--- src/common/rv_consts.svh ---
/* Global sizing macros and default fault-catch switch */

`ifndef RV_CONSTS_SVH
`define RV_CONSTS_SVH

// Data and address width
`define RV_XLEN 32

// Architectural register count, x0 included
`define RV_NREGS 32

`define RV_CATCH_DEFAULT 1 // Fault detection on by default

`endif

--- src/common/rv_isa_pkg.sv ---
/* RV32I encoding types: major opcodes, branch conditions, access sizes,
   register index type and the immediate extractor */

package rv_isa_pkg;

  // Major opcode, instruction bits 6:2
  typedef enum logic [4:0] {
    LOAD   = 5'b00000,
    MISC   = 5'b00011, // FENCE, FENCE.I
    OPIMM  = 5'b00100,
    AUIPC  = 5'b00101,
    STORE  = 5'b01000,
    OP     = 5'b01100,
    LUI    = 5'b01101,
    BRANCH = 5'b11000,
    JALR   = 5'b11001,
    JAL    = 5'b11011,
    SYSTEM = 5'b11100
  } opcode_e;

  // Branch funct3, 2 and 3 unused
  typedef enum logic [2:0] {
    BEQ  = 3'b000,
    BNE  = 3'b001,
    BLT  = 3'b100,
    BGE  = 3'b101,
    BLTU = 3'b110,
    BGEU = 3'b111
  } branch_e;

  typedef enum logic [1:0] {
    BYTE = 2'b00,
    HALF = 2'b01,
    WORD = 2'b10
  } size_e; // funct3[1:0] of loads and stores

  typedef logic [4:0] regsel_t; // Register index

  // Sign-extended immediate, format picked from the opcode
  function automatic logic [31:0] imm_extract(input logic [31:0] ir);
    logic [31:0] imm;
    case (opcode_e'(ir[6:2]))
      LUI, AUIPC: imm = {ir[31:12], 12'b0};                               // U
      JAL:        imm = {{12{ir[31]}}, ir[19:12], ir[20], ir[30:21], 1'b0}; // J
      BRANCH:     imm = {{20{ir[31]}}, ir[7], ir[30:25], ir[11:8], 1'b0};   // B
      STORE:      imm = {{21{ir[31]}}, ir[30:25], ir[11:7]};                // S
      default:    imm = {{21{ir[31]}}, ir[30:20]};                          // I
    endcase
    return imm;
  endfunction

endpackage

--- src/common/rv_ex_pkg.sv ---
/* Types handed from decode to execute: ALU operation and system operation */

package rv_ex_pkg;

  // ALU opcode, {funct7[5], funct3}
  typedef enum logic [3:0] {
    ADD  = 4'b0000,
    SLL  = 4'b0001,
    SLT  = 4'b0010,
    SLTU = 4'b0011,
    XOR  = 4'b0100,
    SRL  = 4'b0101,
    OR   = 4'b0110,
    AND  = 4'b0111,
    SUB  = 4'b1000,
    SRA  = 4'b1101
  } alu_op_e;

  typedef enum logic [1:0] {
    ECALL  = 2'd0,
    EBREAK = 2'd1,
    MRET   = 2'd2,
    WFI    = 2'd3 // Treated as a hint by execute
  } sys_op_e;

endpackage

--- src/rtl/reg_file.sv ---
/* Integer register file, two read ports and one write port with bypass */

`timescale 1ns/1ps
`include "rv_consts.svh"

module reg_file
  import rv_isa_pkg::*;
(
  input  logic                clk,
  input  logic                rstz,
  input  regsel_t             rs1_sel,
  input  regsel_t             rs2_sel,
  input  logic                regwr_en,
  input  regsel_t             regwr_sel,
  input  logic [`RV_XLEN-1:0] regwr_data,
  output logic [`RV_XLEN-1:0] rs1_data,
  output logic [`RV_XLEN-1:0] rs2_data
);

  logic [`RV_XLEN-1:0] regs [1:`RV_NREGS-1]; // No storage behind x0

  // One read port: x0 reads zero, then same-cycle write wins
  function automatic logic [`RV_XLEN-1:0] read_port(input regsel_t sel);
    logic [`RV_XLEN-1:0] val;
    if (sel == '0) val = '0;
    else if (regwr_en && regwr_sel == sel) val = regwr_data; // Bypass
    else val = regs[sel];
    return val;
  endfunction

  // ------------------------------
  // Write port
  always_ff @(posedge clk or negedge rstz) begin
    if (!rstz) begin
      for (int i = 1; i < `RV_NREGS; i++) begin
        regs[i] <= '0;
      end
    end else if (regwr_en && regwr_sel != '0) begin // x0 writes dropped
      regs[regwr_sel] <= regwr_data;
    end
  end

  // ------------------------------
  // Read ports
  always_comb begin
    rs1_data = read_port(rs1_sel);
    rs2_data = read_port(rs2_sel);
  end

endmodule

--- src/rtl/addr_gen.sv ---
/* Address generator for jump, branch and load/store targets,
   with target and access alignment checks */

`timescale 1ns/1ps
`include "rv_consts.svh"

module addr_gen
  import rv_isa_pkg::*;
#(
  parameter CATCH_MISALIGNED_JMP  = `RV_CATCH_DEFAULT,
  parameter CATCH_MISALIGNED_LDST = `RV_CATCH_DEFAULT
)(
  input  logic [`RV_XLEN-1:0] instr,
  input  logic [`RV_XLEN-1:0] pc,
  input  logic [`RV_XLEN-1:0] rs1_data,
  output logic [`RV_XLEN-1:0] addr,
  output logic                misaligned_jmp,
  output logic                misaligned_ldst
);

  opcode_e             opc;
  size_e               size;
  logic [`RV_XLEN-1:0] base, offset, sum;
  logic                ldst_odd;

  assign opc  = opcode_e'(instr[6:2]);
  assign size = size_e'(instr[13:12]);

  // Base and offset per opcode, pc + 4 otherwise
  always_comb begin
    base   = pc;
    offset = `RV_XLEN'd4;
    case (opc)
      JAL, BRANCH: offset = imm_extract(instr); // pc relative
      JALR, LOAD, STORE: begin                  // rs1 relative
        base   = rs1_data;
        offset = imm_extract(instr);
      end
      default: offset = `RV_XLEN'd4;
    endcase
  end

  assign sum  = base + offset;
  assign addr = (opc == JALR) ? {sum[`RV_XLEN-1:1], 1'b0} : sum; // JALR drops bit 0

  // Access alignment, bytes never fault
  assign ldst_odd = (size == HALF && addr[0]) || (size == WORD && addr[1:0] != 2'b00);

  assign misaligned_jmp  = (CATCH_MISALIGNED_JMP != 0) && (opc inside {JAL, JALR, BRANCH})
                           && addr[1];
  assign misaligned_ldst = (CATCH_MISALIGNED_LDST != 0) && (opc inside {LOAD, STORE})
                           && ldst_odd;

endmodule

--- src/rtl/branch_compare.sv ---
/* Branch condition evaluation for the six RV32I branches */

`timescale 1ns/1ps
`include "rv_consts.svh"

module branch_compare
  import rv_isa_pkg::*;
(
  input  logic [`RV_XLEN-1:0] instr,
  input  logic [`RV_XLEN-1:0] rs1_data,
  input  logic [`RV_XLEN-1:0] rs2_data,
  output logic                taken
);

  branch_e cond;
  logic    eq, lt, ltu;

  assign cond = branch_e'(instr[14:12]);
  assign eq   = rs1_data == rs2_data;
  assign lt   = $signed(rs1_data) < $signed(rs2_data);
  assign ltu  = rs1_data < rs2_data;

  always_comb begin
    case (cond)
      BEQ:     taken = eq;
      BNE:     taken = !eq;
      BLT:     taken = lt;
      BGE:     taken = !lt;
      BLTU:    taken = ltu;
      BGEU:    taken = !ltu;
      default: taken = 1'b0; // Reserved encodings
    endcase
  end

endmodule

--- src/decode/instr_decoder.sv ---
/* Instruction decoder: legality check, ALU operands, store data and mask,
   and the registered decode slot with its valid/ready handshake */

`timescale 1ns/1ps
`include "rv_consts.svh"

module instr_decoder
  import rv_isa_pkg::*;
  import rv_ex_pkg::*;
#(
  parameter CATCH_ILLEGAL_INSTR = `RV_CATCH_DEFAULT
)(
  input  logic                clk,
  input  logic                rstz,
  input  logic                flush,
  input  logic [`RV_XLEN-1:0] fetch_pc,
  input  logic [`RV_XLEN-1:0] fetch_ir,
  input  logic                fetch_vld,
  output logic                fetch_rdy,
  input  logic                decode_rdy,
  input  logic [`RV_XLEN-1:0] rs1_data,
  input  logic [`RV_XLEN-1:0] rs2_data,
  input  logic [`RV_XLEN-1:0] addr,
  input  logic                misaligned_jmp,
  input  logic                misaligned_ldst,
  input  logic                taken,
  output logic                decode_vld,
  output logic [`RV_XLEN-1:0] decode_pc,
  output logic [`RV_XLEN-1:0] decode_ir,
  output alu_op_e             decode_aluop,
  output logic [`RV_XLEN-1:0] decode_op1,
  output logic [`RV_XLEN-1:0] decode_op2,
  output logic                decode_regwr,
  output logic [`RV_XLEN-1:0] decode_addr,
  output logic [3:0]          decode_mask,
  output logic                decode_jump,
  output logic                decode_branch,
  output logic                decode_load,
  output logic                decode_store,
  output logic                decode_csr,
  output logic                decode_system,
  output sys_op_e             decode_sysop,
  output logic                decode_illegal,
  output logic                decode_misaligned_jmp,
  output logic                decode_misaligned_ldst
);

  opcode_e             opc;
  logic [2:0]          funct3;
  logic [6:0]          funct7;
  regsel_t             rs1, rd;
  logic [`RV_XLEN-1:0] imm, store_data, op1, op2;
  logic [3:0]          mask;
  alu_op_e             aluop;
  sys_op_e             sysop;
  logic                instr_valid, is_fencei, csr, illegal, regwr, accept;

  // Instruction fields
  assign opc    = opcode_e'(fetch_ir[6:2]);
  assign funct3 = fetch_ir[14:12];
  assign funct7 = fetch_ir[31:25];
  assign rs1    = fetch_ir[19:15];
  assign rd     = fetch_ir[11:7];
  assign imm    = imm_extract(fetch_ir);

  // ------------------------------
  // Store data and byte mask
  always_comb begin
    case (addr[1:0]) // Rotate left by byte offset
      2'd0:    store_data = rs2_data;
      2'd1:    store_data = {rs2_data[23:0], rs2_data[31:24]};
      2'd2:    store_data = {rs2_data[15:0], rs2_data[31:16]};
      default: store_data = {rs2_data[7:0], rs2_data[31:8]};
    endcase
    if (opc == STORE && size_e'(funct3[1:0]) == BYTE) mask = 4'h1 << addr[1:0];
    else if (opc == STORE && size_e'(funct3[1:0]) == HALF) mask = addr[1] ? 4'hC : 4'h3;
    else mask = 4'hF;
  end

  // ------------------------------
  // Operation decode and legality
  always_comb begin
    op1         = fetch_pc; // pc + 4 by default
    op2         = `RV_XLEN'd4;
    aluop       = ADD;
    sysop       = ECALL;
    csr         = 1'b0;
    is_fencei   = 1'b0;
    instr_valid = 1'b0;
    case (opc)
      LUI: begin
        op1         = '0;
        op2         = imm;
        instr_valid = 1'b1;
      end
      AUIPC: begin
        op2         = imm;
        instr_valid = 1'b1;
      end
      JAL:    instr_valid = 1'b1;               // Link value pc + 4
      JALR:   instr_valid = funct3 == 3'b000;
      BRANCH: instr_valid = funct3 inside {3'b000, 3'b001, [3'b100:3'b111]};
      LOAD:   instr_valid = funct3 inside {[3'b000:3'b010], 3'b100, 3'b101};
      STORE: begin
        op2         = store_data;
        instr_valid = funct3 inside {[3'b000:3'b010]};
      end
      OPIMM: begin
        op1 = rs1_data;
        op2 = imm;
        // Only shifts carry funct7[5]
        aluop = alu_op_e'({(funct3[1:0] == 2'b01) & funct7[5], funct3});
        if (funct3 == 3'b001) instr_valid = funct7 == 7'h00;
        else if (funct3 == 3'b101) instr_valid = funct7 == 7'h00 || funct7 == 7'h20;
        else instr_valid = 1'b1;
      end
      OP: begin
        op1         = rs1_data;
        op2         = rs2_data;
        aluop       = alu_op_e'({funct7[5], funct3});
        instr_valid = funct7 == 7'h00
                      || (funct7 == 7'h20 && (funct3 == 3'b000 || funct3 == 3'b101));
      end
      MISC: begin
        is_fencei   = funct3 == 3'b001;           // Refetch via jump to pc + 4
        instr_valid = funct3 inside {3'b000, 3'b001}; // FENCE is a NOP
      end
      SYSTEM: begin
        if (funct3 == 3'b000) begin
          instr_valid = rs1 == '0 && rd == '0;
          case (fetch_ir[31:20])
            12'h000: sysop = ECALL;
            12'h001: sysop = EBREAK;
            12'h302: sysop = MRET;
            12'h105: sysop = WFI;
            default: instr_valid = 1'b0;
          endcase
        end else if (funct3 != 3'b100) begin // CSR access
          csr         = 1'b1;
          op1         = funct3[2] ? {27'b0, rs1} : rs1_data; // uimm or rs1
          instr_valid = 1'b1;
        end
      end
      default: instr_valid = 1'b0;
    endcase
  end

  assign illegal = (CATCH_ILLEGAL_INSTR != 0) && (!instr_valid || fetch_ir[1:0] != 2'b11);
  assign regwr   = rd != '0 && (opc inside {LUI, AUIPC, JAL, JALR, OPIMM, OP}); // ALU results

  // ------------------------------
  // Output slot and handshake
  assign fetch_rdy = !decode_vld || decode_rdy;
  assign accept    = fetch_vld && fetch_rdy && !flush;

  always_ff @(posedge clk or negedge rstz) begin
    if (!rstz) decode_vld <= 1'b0;
    else if (flush) decode_vld <= 1'b0;
    else if (accept) decode_vld <= 1'b1;
    else if (decode_rdy) decode_vld <= 1'b0; // Consumed, nothing new
  end

  always_ff @(posedge clk) begin
    if (accept) begin
      decode_pc              <= fetch_pc;
      decode_ir              <= fetch_ir;
      decode_aluop           <= aluop;
      decode_op1             <= op1;
      decode_op2             <= op2;
      decode_regwr           <= regwr;
      decode_addr            <= addr;
      decode_mask            <= mask;
      decode_jump            <= opc == JAL || opc == JALR || is_fencei;
      decode_branch          <= taken && opc == BRANCH;
      decode_load            <= opc == LOAD;
      decode_store           <= opc == STORE;
      decode_csr             <= csr;
      decode_system          <= opc == SYSTEM && !csr;
      decode_sysop           <= sysop;
      decode_illegal         <= illegal;
      decode_misaligned_jmp  <= misaligned_jmp;
      decode_misaligned_ldst <= misaligned_ldst;
    end
  end

endmodule

--- src/decode/decode_stage.sv ---
/* Decode stage top: register file, address generator, branch comparator
   and instruction decoder */

`timescale 1ns/1ps
`include "rv_consts.svh"

module decode_stage
  import rv_isa_pkg::*;
  import rv_ex_pkg::*;
#(
  parameter CATCH_ILLEGAL_INSTR   = `RV_CATCH_DEFAULT,
  parameter CATCH_MISALIGNED_JMP  = `RV_CATCH_DEFAULT,
  parameter CATCH_MISALIGNED_LDST = `RV_CATCH_DEFAULT
)(
  input  logic                clk,
  input  logic                rstz,
  input  logic                flush,
  // Fetch side
  input  logic [`RV_XLEN-1:0] fetch_pc,
  input  logic [`RV_XLEN-1:0] fetch_ir,
  input  logic                fetch_vld,
  output logic                fetch_rdy,
  // Write-back
  input  logic                regwr_en,
  input  regsel_t             regwr_sel,
  input  logic [`RV_XLEN-1:0] regwr_data,
  // Execute side
  input  logic                decode_rdy,
  output logic                decode_vld,
  output logic [`RV_XLEN-1:0] decode_pc,
  output logic [`RV_XLEN-1:0] decode_ir,
  output alu_op_e             decode_aluop,
  output logic [`RV_XLEN-1:0] decode_op1,
  output logic [`RV_XLEN-1:0] decode_op2,
  output logic                decode_regwr,
  output logic [`RV_XLEN-1:0] decode_addr,
  output logic [3:0]          decode_mask,
  output logic                decode_jump,
  output logic                decode_branch,
  output logic                decode_load,
  output logic                decode_store,
  output logic                decode_csr,
  output logic                decode_system,
  output sys_op_e             decode_sysop,
  output logic                decode_illegal,
  output logic                decode_misaligned_jmp,
  output logic                decode_misaligned_ldst
);

  logic [`RV_XLEN-1:0] rs1_data, rs2_data; // Already bypassed
  logic [`RV_XLEN-1:0] addr;
  logic                misaligned_jmp, misaligned_ldst, taken;

  reg_file u_reg_file (
    .clk       (clk),
    .rstz      (rstz),
    .rs1_sel   (fetch_ir[19:15]),
    .rs2_sel   (fetch_ir[24:20]),
    .regwr_en  (regwr_en),
    .regwr_sel (regwr_sel),
    .regwr_data(regwr_data),
    .rs1_data  (rs1_data),
    .rs2_data  (rs2_data)
  );

  // ------------------------------
  // Address and branch paths, side by side
  addr_gen #(
    .CATCH_MISALIGNED_JMP (CATCH_MISALIGNED_JMP),
    .CATCH_MISALIGNED_LDST(CATCH_MISALIGNED_LDST)
  ) u_addr_gen (
    .instr          (fetch_ir),
    .pc             (fetch_pc),
    .rs1_data       (rs1_data),
    .addr           (addr),
    .misaligned_jmp (misaligned_jmp),
    .misaligned_ldst(misaligned_ldst)
  );

  branch_compare u_branch_compare (
    .instr   (fetch_ir),
    .rs1_data(rs1_data),
    .rs2_data(rs2_data),
    .taken   (taken)
  );

  // ------------------------------
  // Decoder owns the output slot
  instr_decoder #(
    .CATCH_ILLEGAL_INSTR(CATCH_ILLEGAL_INSTR)
  ) u_instr_decoder (
    .clk                   (clk),
    .rstz                  (rstz),
    .flush                 (flush),
    .fetch_pc              (fetch_pc),
    .fetch_ir              (fetch_ir),
    .fetch_vld             (fetch_vld),
    .fetch_rdy             (fetch_rdy),
    .decode_rdy            (decode_rdy),
    .rs1_data              (rs1_data),
    .rs2_data              (rs2_data),
    .addr                  (addr),
    .misaligned_jmp        (misaligned_jmp),
    .misaligned_ldst       (misaligned_ldst),
    .taken                 (taken),
    .decode_vld            (decode_vld),
    .decode_pc             (decode_pc),
    .decode_ir             (decode_ir),
    .decode_aluop          (decode_aluop),
    .decode_op1            (decode_op1),
    .decode_op2            (decode_op2),
    .decode_regwr          (decode_regwr),
    .decode_addr           (decode_addr),
    .decode_mask           (decode_mask),
    .decode_jump           (decode_jump),
    .decode_branch         (decode_branch),
    .decode_load           (decode_load),
    .decode_store          (decode_store),
    .decode_csr            (decode_csr),
    .decode_system         (decode_system),
    .decode_sysop          (decode_sysop),
    .decode_illegal        (decode_illegal),
    .decode_misaligned_jmp (decode_misaligned_jmp),
    .decode_misaligned_ldst(decode_misaligned_ldst)
  );

endmodule

--- config.mk ---
export PLATFORM = sky130hd
export DESIGN_NAME = decode_stage
export DESIGN_NICKNAME = d
export VERILOG_FILES = /design/src/common/rv_isa_pkg.sv /design/src/common/rv_ex_pkg.sv /design/src/rtl/reg_file.sv /design/src/rtl/addr_gen.sv /design/src/rtl/branch_compare.sv /design/src/decode/instr_decoder.sv /design/src/decode/decode_stage.sv
export VERILOG_INCLUDE_DIRS = /design/src /design/src/common
export SDC_FILE = /design/constraint.sdc
export NUM_CORES = 2
export LEC_CHECK = 0
export CAP_MARGIN = 30
export CORE_MARGIN = 8
export CORE_UTILIZATION = 47
export DETAILED_ROUTE_END_ITERATION = 8
export DONT_BUFFER_PORTS = 1
export PLACE_DENSITY = 0.69
export SYNTH_ARGS = -nofsm -noshare
export SYNTH_HDL_FRONTEND = slang
export SYNTH_SLANG_ARGS = --single-unit
--- constraint.sdc ---
create_clock -name clk -period 18.8 [get_ports clk]
set_clock_uncertainty 0.1 [all_clocks]
set_input_delay 1.88 -clock clk [delete_from_list [all_inputs] [get_ports clk]]
set_output_delay 1.88 -clock clk [all_outputs]
set_load 0.02 [all_outputs]
**Word level (Yosys, flattened, before mapping)**

Index checks and enable logic that the tools add are counted.

- Logic and storage cells: 197
- Bits in registers: 1173
- Output and inout port bits: 182
- Input port bits: 107

- Equality and inequality tests: 28
- Reduce and logical (&&, ||, !) cells: 61
- Order comparisons: 10
- Add/sub/neg operators: 1
- Muxes and demuxes: 42
- Shift operators: 1
- Bitwise logic cells: 4

Operators by type and width:

| kind | number |
|---|---|
| 992-bit bitwise mux | 1 |
| 32-bit 2-to-1 mux | 14 |
| 32-bit binary-select mux with 5-bit select | 2 |
| 32-bit case mux with 3 select lines | 3 |
| 32-bit demux with 5-bit select | 1 |
| 31-bit case mux with 4 select lines | 1 |
| 31-bit case mux with 3 select lines | 1 |
| 32-bit less-than comparator | 2 |
| 32-bit adder | 1 |
| 32-bit == test | 1 |
| 5-bit == test (second input constant) | 4 |
| 5-bit logical NOT | 4 |
| 1-bit logical AND | 19 |
| 6-bit greater-or-equal comparator (second input constant) | 3 |
| 5-bit NOT with 6-bit output | 3 |
| 5-bit by 4-bit == test with 1-bit output (second input constant) | 3 |
| 12-bit by 1-bit == test with 1-bit output (second input constant) | 1 |
| 12-bit by 10-bit == test with 1-bit output (second input constant) | 1 |
| 12-bit by 9-bit == test with 1-bit output (second input constant) | 1 |
| 3-bit == test (second input constant) | 4 |
| 12-bit logical NOT | 1 |
| 1-bit 2-to-1 mux | 12 |
| 4-bit 2-to-1 mux | 3 |
| 3-bit nonzero test | 4 |
| 33 further kinds | 57 |

**Depth between registers and ports, before layout**

- Depth after elaboration: 13
- Mapped depth: 23
- Gate-level depth less buffers: 18

**Hierarchy**

From an unflattened synthesis, not the netlist that was laid out.

- Cells, all modules: 4775
- Area total of the unflattened synthesis: 65731.8 sq um

Modules (own cells, without submodules):

| module | cells an instance | area an instance (sq um) | instances | seq. area each (sq um) |
|---|---|---|---|---|
| reg_file | 3731 | 54139.4 | 1 | 24823.8 |
| instr_decoder | 509 | 7805.0 | 1 | 5430.2 |
| addr_gen | 415 | 2922.8 | 1 | 0.0 |
| branch_compare | 120 | 864.6 | 1 | 0.0 |

**Worst setup path after synthesis**

OpenSTA, ideal clock, no wires.

- Path type: input-to-reg
- Start point: in flush
- End point: reg u_instr_decoder.decode_addr[0] (enable)
- Slack: 2802 ps
- Stages: 1
- Data arrival time: 14917 ps
- Buffers on the path: 0
- Library setup time: 981 ps
- Data required time: 17719 ps
- Cells stage by stage: nor3b_1

- Word-level cells in the longest chain between the ends: 2

RTL lines:

| item | line | source |
|---|---|---|
| from (decl) | decode_stage.sv:17 | `input logic flush,` |
| 1-bit logical NOT | instr_decoder.sv:154 | `assign accept = fetch_vld && fetch_rdy && !flush;` |
| 1-bit logical AND | instr_decoder.sv:154 |  |
| to (signal assigned) | instr_decoder.sv:171 | `decode_addr <= addr;` |
| to (decl) | instr_decoder.sv:34 | `` output logic [`RV_XLEN-1:0] decode_addr, `` |

No other way between the ends.
A chain may end at the register's enable or synchronous reset.

**Worst setup path after layout**

- Start point: in fetch_ir[15]
- End point: reg u_instr_decoder.decode_op2[11] (data pin)

- Word-level cells in the longest chain between the ends: 12
- Elaborated cells on any way between the ends: 17
- Those cells by class: add/sub (1); eq/ne (3); mux (9); bitwise (1); reduce/logical (3)

RTL lines:

| item | line | source |
|---|---|---|
| from (decl) | decode_stage.sv:20 | `` input logic [`RV_XLEN-1:0] fetch_ir, `` |
| 5-bit NOT with 6-bit output (implied by the code) | reg_file.sv:27 | `else val = regs[sel];` |
| 32-bit binary-select mux with 5-bit select | reg_file.sv:27 |  |
| 32-bit 2-to-1 mux (implied by the code) (2 in a row) | reg_file.sv:27 |  |
| 32-bit 2-to-1 mux | reg_file.sv:26 | `else if (regwr_en && regwr_sel == sel) val = regwr_data;` |
| 32-bit 2-to-1 mux * | reg_file.sv:25 | `if (sel == '0) val = '0;` |
| 32-bit 2-to-1 mux * | addr_gen.sv:33 | `case (opc)` |
| 32-bit adder * | addr_gen.sv:43 | `assign sum = base + offset;` |
| 1-bit 2-to-1 mux | addr_gen.sv:44 | `` assign addr = (opc == JALR) ? {sum[`RV_XLEN-1:1], 1'b0} : sum; `` |
| 2-bit == test, or another cell as far along | instr_decoder.sv:69 | `case (addr[1:0])` |
| 32-bit case mux with 3 select lines * | instr_decoder.sv:69 |  |
| 32-bit case mux with 3 select lines * | instr_decoder.sv:90 | `case (opc)` |
| to (signal assigned) | instr_decoder.sv:169 | `decode_op2 <= op2;` |
| to (decl) | instr_decoder.sv:32 | `` output logic [`RV_XLEN-1:0] decode_op2, `` |

Every way passes the cells marked *; elsewhere a longest branch is shown, timed or not. The select of a mux whose other input is x is not followed.

==> metrics.cfg <==
[run_status]
status=complete, but fails checks
violations=max-slew violations

[synth]
synth.distinct_cells=79
synth_cells=4679
syn-num-nets=4850
mappedNetlistArea_um2=65200
synth-seq-area-share=0.464
synth_warnings=0
synth-edff-count=180
async_reset_ff_frac=0.847
yosys_register_bits=1173
avgSynthCellArea_um2=13.9
synth_ff_type=dfrtp_1

[power_and_ir_drop]
switchingPower_mw=2.10
finalPower_mw=7.57
p_int_mw=5.47
irDropWorstVdd_mv=0.103
leakage_nw=29.5
cellPowerDensity_nw_per_um2=107
clkPwrFrac=0.357
p_sw_frac=0.277
pwr-share-comb=0.198
p_seq_frac=0.445

[cells_and_area]
final_cell_mix=mux2_2 (1071), dfrtp_1 (993), mux4_2 (508)
multi_input_area_um2=32900
layout.nets=4619
seq_area_um2=30300
fillers=11300
final_common_cell=mux2_2
syn_to_final_growth_pct=8.81
layout-drive-gt1-share=0.428

[detailed_routing]
drcViolationCount=0
routed_wl_um=215000
ant_nets=0
avgRoutedWirePerCell_um=33.9
vias_per_cell=6.94
drtIter0Drc=5082
vias=44000
drt_pass1_iterations=6

[floorplan]
die_width_um=389
core-area_um2=138000
boundaryPins=289
rows=136
start_util=0.474
die_height_um=389
die-area_um2=151000

[placement]
hpwlAfterDp_um=126000
io_buffers=0
gp_congestion=0.982

[critical_path]
worst_ep_arrival_time_ns=7.57
required_ns=19.25
critPathMaxStageDelay_ns=0.80
cp-start-kind=input pin
cp_max_fo=294
cp-end-kind=flip-flop
critPathKind=in2reg
slowest_stage=mux4_2
crit_chain=mux4_2, mux4_2, mux2i_1, o21ai_0, o21ai_0, mux2i_1, ha_1, inv_1, fa_1, buf_4, inv_1, a21oi_2, buf_4, a21oi_1, o21ai_0, o221ai_1, a21oi_1, a211o_1
path_common_cell=o21ai_0

[clocking]
clock_latency_ns=0.82
clk_pin_slew_ns=0.06
root_buffer=clkbuf_16
clock-sinks=1173
cts_tree=done
hold_buffers=0
cts_setup_buffers=0
cts-resized-gates=0
cts_buffers=131
clock_tree.buffer_depth=3
htreeDepth=4

[timing]
clock.fmax_mhz=141
fin_crit_ns=7.11
relSlewSlack=-0.251
tns_ns=0
rsz0062_at_grt=no
setup_viol=0
hold_viol_final=0
fin_crit_sh=0.378
slew_viol_final=122
worstMarginPinSlew_ns=1.88

[job]
max_cap_viol_count=0

[global_routing]
antenna_found_initial=6
grt_pass1_vias=43900
gr-total-overflow=0
track_usage=0.278
grt_start_max_net_pins=295
grt_pass1_wl_um=313000

[hold_path]
hp-class=reg2reg

sequential cells by signal, indices dropped and copies added, names as in the netlist, 2 cells and up:
register,count
u_instr_decoder.decode_aluop,4
u_instr_decoder.decode_mask,4
u_instr_decoder.decode_sysop,2
u_instr_decoder.decode_pc,32
u_instr_decoder.decode_addr,32
u_reg_file.regs,992
u_instr_decoder.decode_op2,32
u_instr_decoder.decode_op1,32
u_instr_decoder.decode_ir,32
critical path, delay by kind of cell:
| family | cells | cell delay [ns] |
|---|---|---|
| AOI/OAI and AO/OA | 8 | 1.63 |
| adders and majority gates | 2 | 0.62 |
| buffers and inverters | 4 | 1.09 |
| muxes | 4 | 1.86 |
kinds of logic (layout without fill, tap and decap cells):
group / Yosys count / in the layout / synth area share
compound gates: 619 / 619 / 0.0625
xor+xnor: 38 / 38 / 0.00510
fa+ha+maj: 64 / 64 / 0.0124
buf+inv: 500 / 368 / 0.0353
flops: 1173 / 1173 / 0.464
mux: 1704 / 1704 / 0.379
other cells: 0 / 4 / 0
simple gates: 581 / 581 / 0.0416
routing by layer:
| layer | up-vias | share of wire | GRT usage |
|---|---|---|---|
| li1 | 17600 | - | - |
| met2 | 2445 | 0.46 | 0.427 |
| met4 | 4 | 0.051 | 0.129 |
| met1 | 23400 | 0.39 | 0.370 |
| met3 | 603 | 0.099 | 0.0760 |
| met5 | - | 0.00013 | 0 |
area by class of cell:
type | count | share of cell area
diodes | 4 | 0.000141
well taps | 1794 | 0.0316
clock buffers | 174 | 0.0510
multi-input cells | 3006 | 0.464
inverters | 46 | 0.00247
repair buffers | 90 | 0.0118
flip-flops and latches | 1173 | 0.426
clock inverters | 58 | 0.0129
final timing paths:
path                                                        to  cells past startpoint  slack, ns                  from
worst min-delay path                      u_reg_file.regs[601]                      1       0.42  u_reg_file.regs[601]
worst max-delay path            u_instr_decoder.decode_op2[11]                     18      11.69          fetch_ir[15]
min in group asynchronous                  u_reg_file.regs[26]                      1       1.00                  rstz
worst max register to register  u_instr_decoder.decode_op2[11]                     18      13.16  u_reg_file.regs[256]
max in group asynchronous                 u_reg_file.regs[261]                      5      14.62                  rstz
worst min register to register            u_reg_file.regs[601]                      1       0.42  u_reg_file.regs[601]
through the flow:
stage	hold WS, ns	util	setup WS [ns]	instance area (um^2)	cells
4_1_cts	0.421	0.515	12.07	70800	6336
2_1_floorplan	0.391	-	2.80	65200	4679
6_report	0.425	0.516	11.69	71000	6345
5_1_grt	0.426	0.516	11.93	71000	6341
3_5_place_dp	0.408	0.482	11.21	66300	6104
3_3_place_gp	0.400	0.481	11.34	66200	6100
synth_stat cells (7+ instances only):
library cell     n  area, um^2
mux2_2        1071       12100
dfrtp_1        993       24800
mux4_2         508       11400
clkbuf_1       261         980
a21oi_1        197         986
nor2_1         188         706
nand2_1        181         679
edfxtp_1       180        5410
mux2i_1        125        1250
o21ai_0        107         536
buf_1           79         297
ha_1            63         788
buf_2           56         280
inv_1           45         169
a221oi_1        42         368
nand3_1         41         205
buf_6           32         360
a22o_1          25         219
buf_4           24         180
nor3_1          24         120
o211ai_1        24         180
a21o_1          23         173
a22oi_1         23         173
nor2b_1         23         144
o22ai_1         22         138
xnor2_1         22         193
and2_1          21         131
o221ai_1        19         166
nand4_1         18         113
and3_1          17         106
xor2_1          16         140
a211o_1         14         123
a211oi_1        13        97.6
a31oi_1         12        75.1
a32oi_1         12         105
nand2b_1        12        75.1
a221o_1         11         110
or3_1           11        68.8
o21ai_1         10        50.1
a21oi_2          9        78.8
o21a_1           8        60.1
nand4b_1         7        61.3
power groups by stage:
stage / registers (mW) / clock network [mW] / logic, mW
6_report: 3.36 / 2.70 / 1.50
5_1_grt: 3.42 / 2.83 / 1.59
4_1_cts: 3.35 / 2.74 / 1.48
3_5_place_dp: 3.39 / 0 / 1.48
3_3_place_gp: 3.37 / 0 / 1.44
2_1_floorplan: 3.29 / 0 / 1.21
Power figures use the tool's default switching activity.
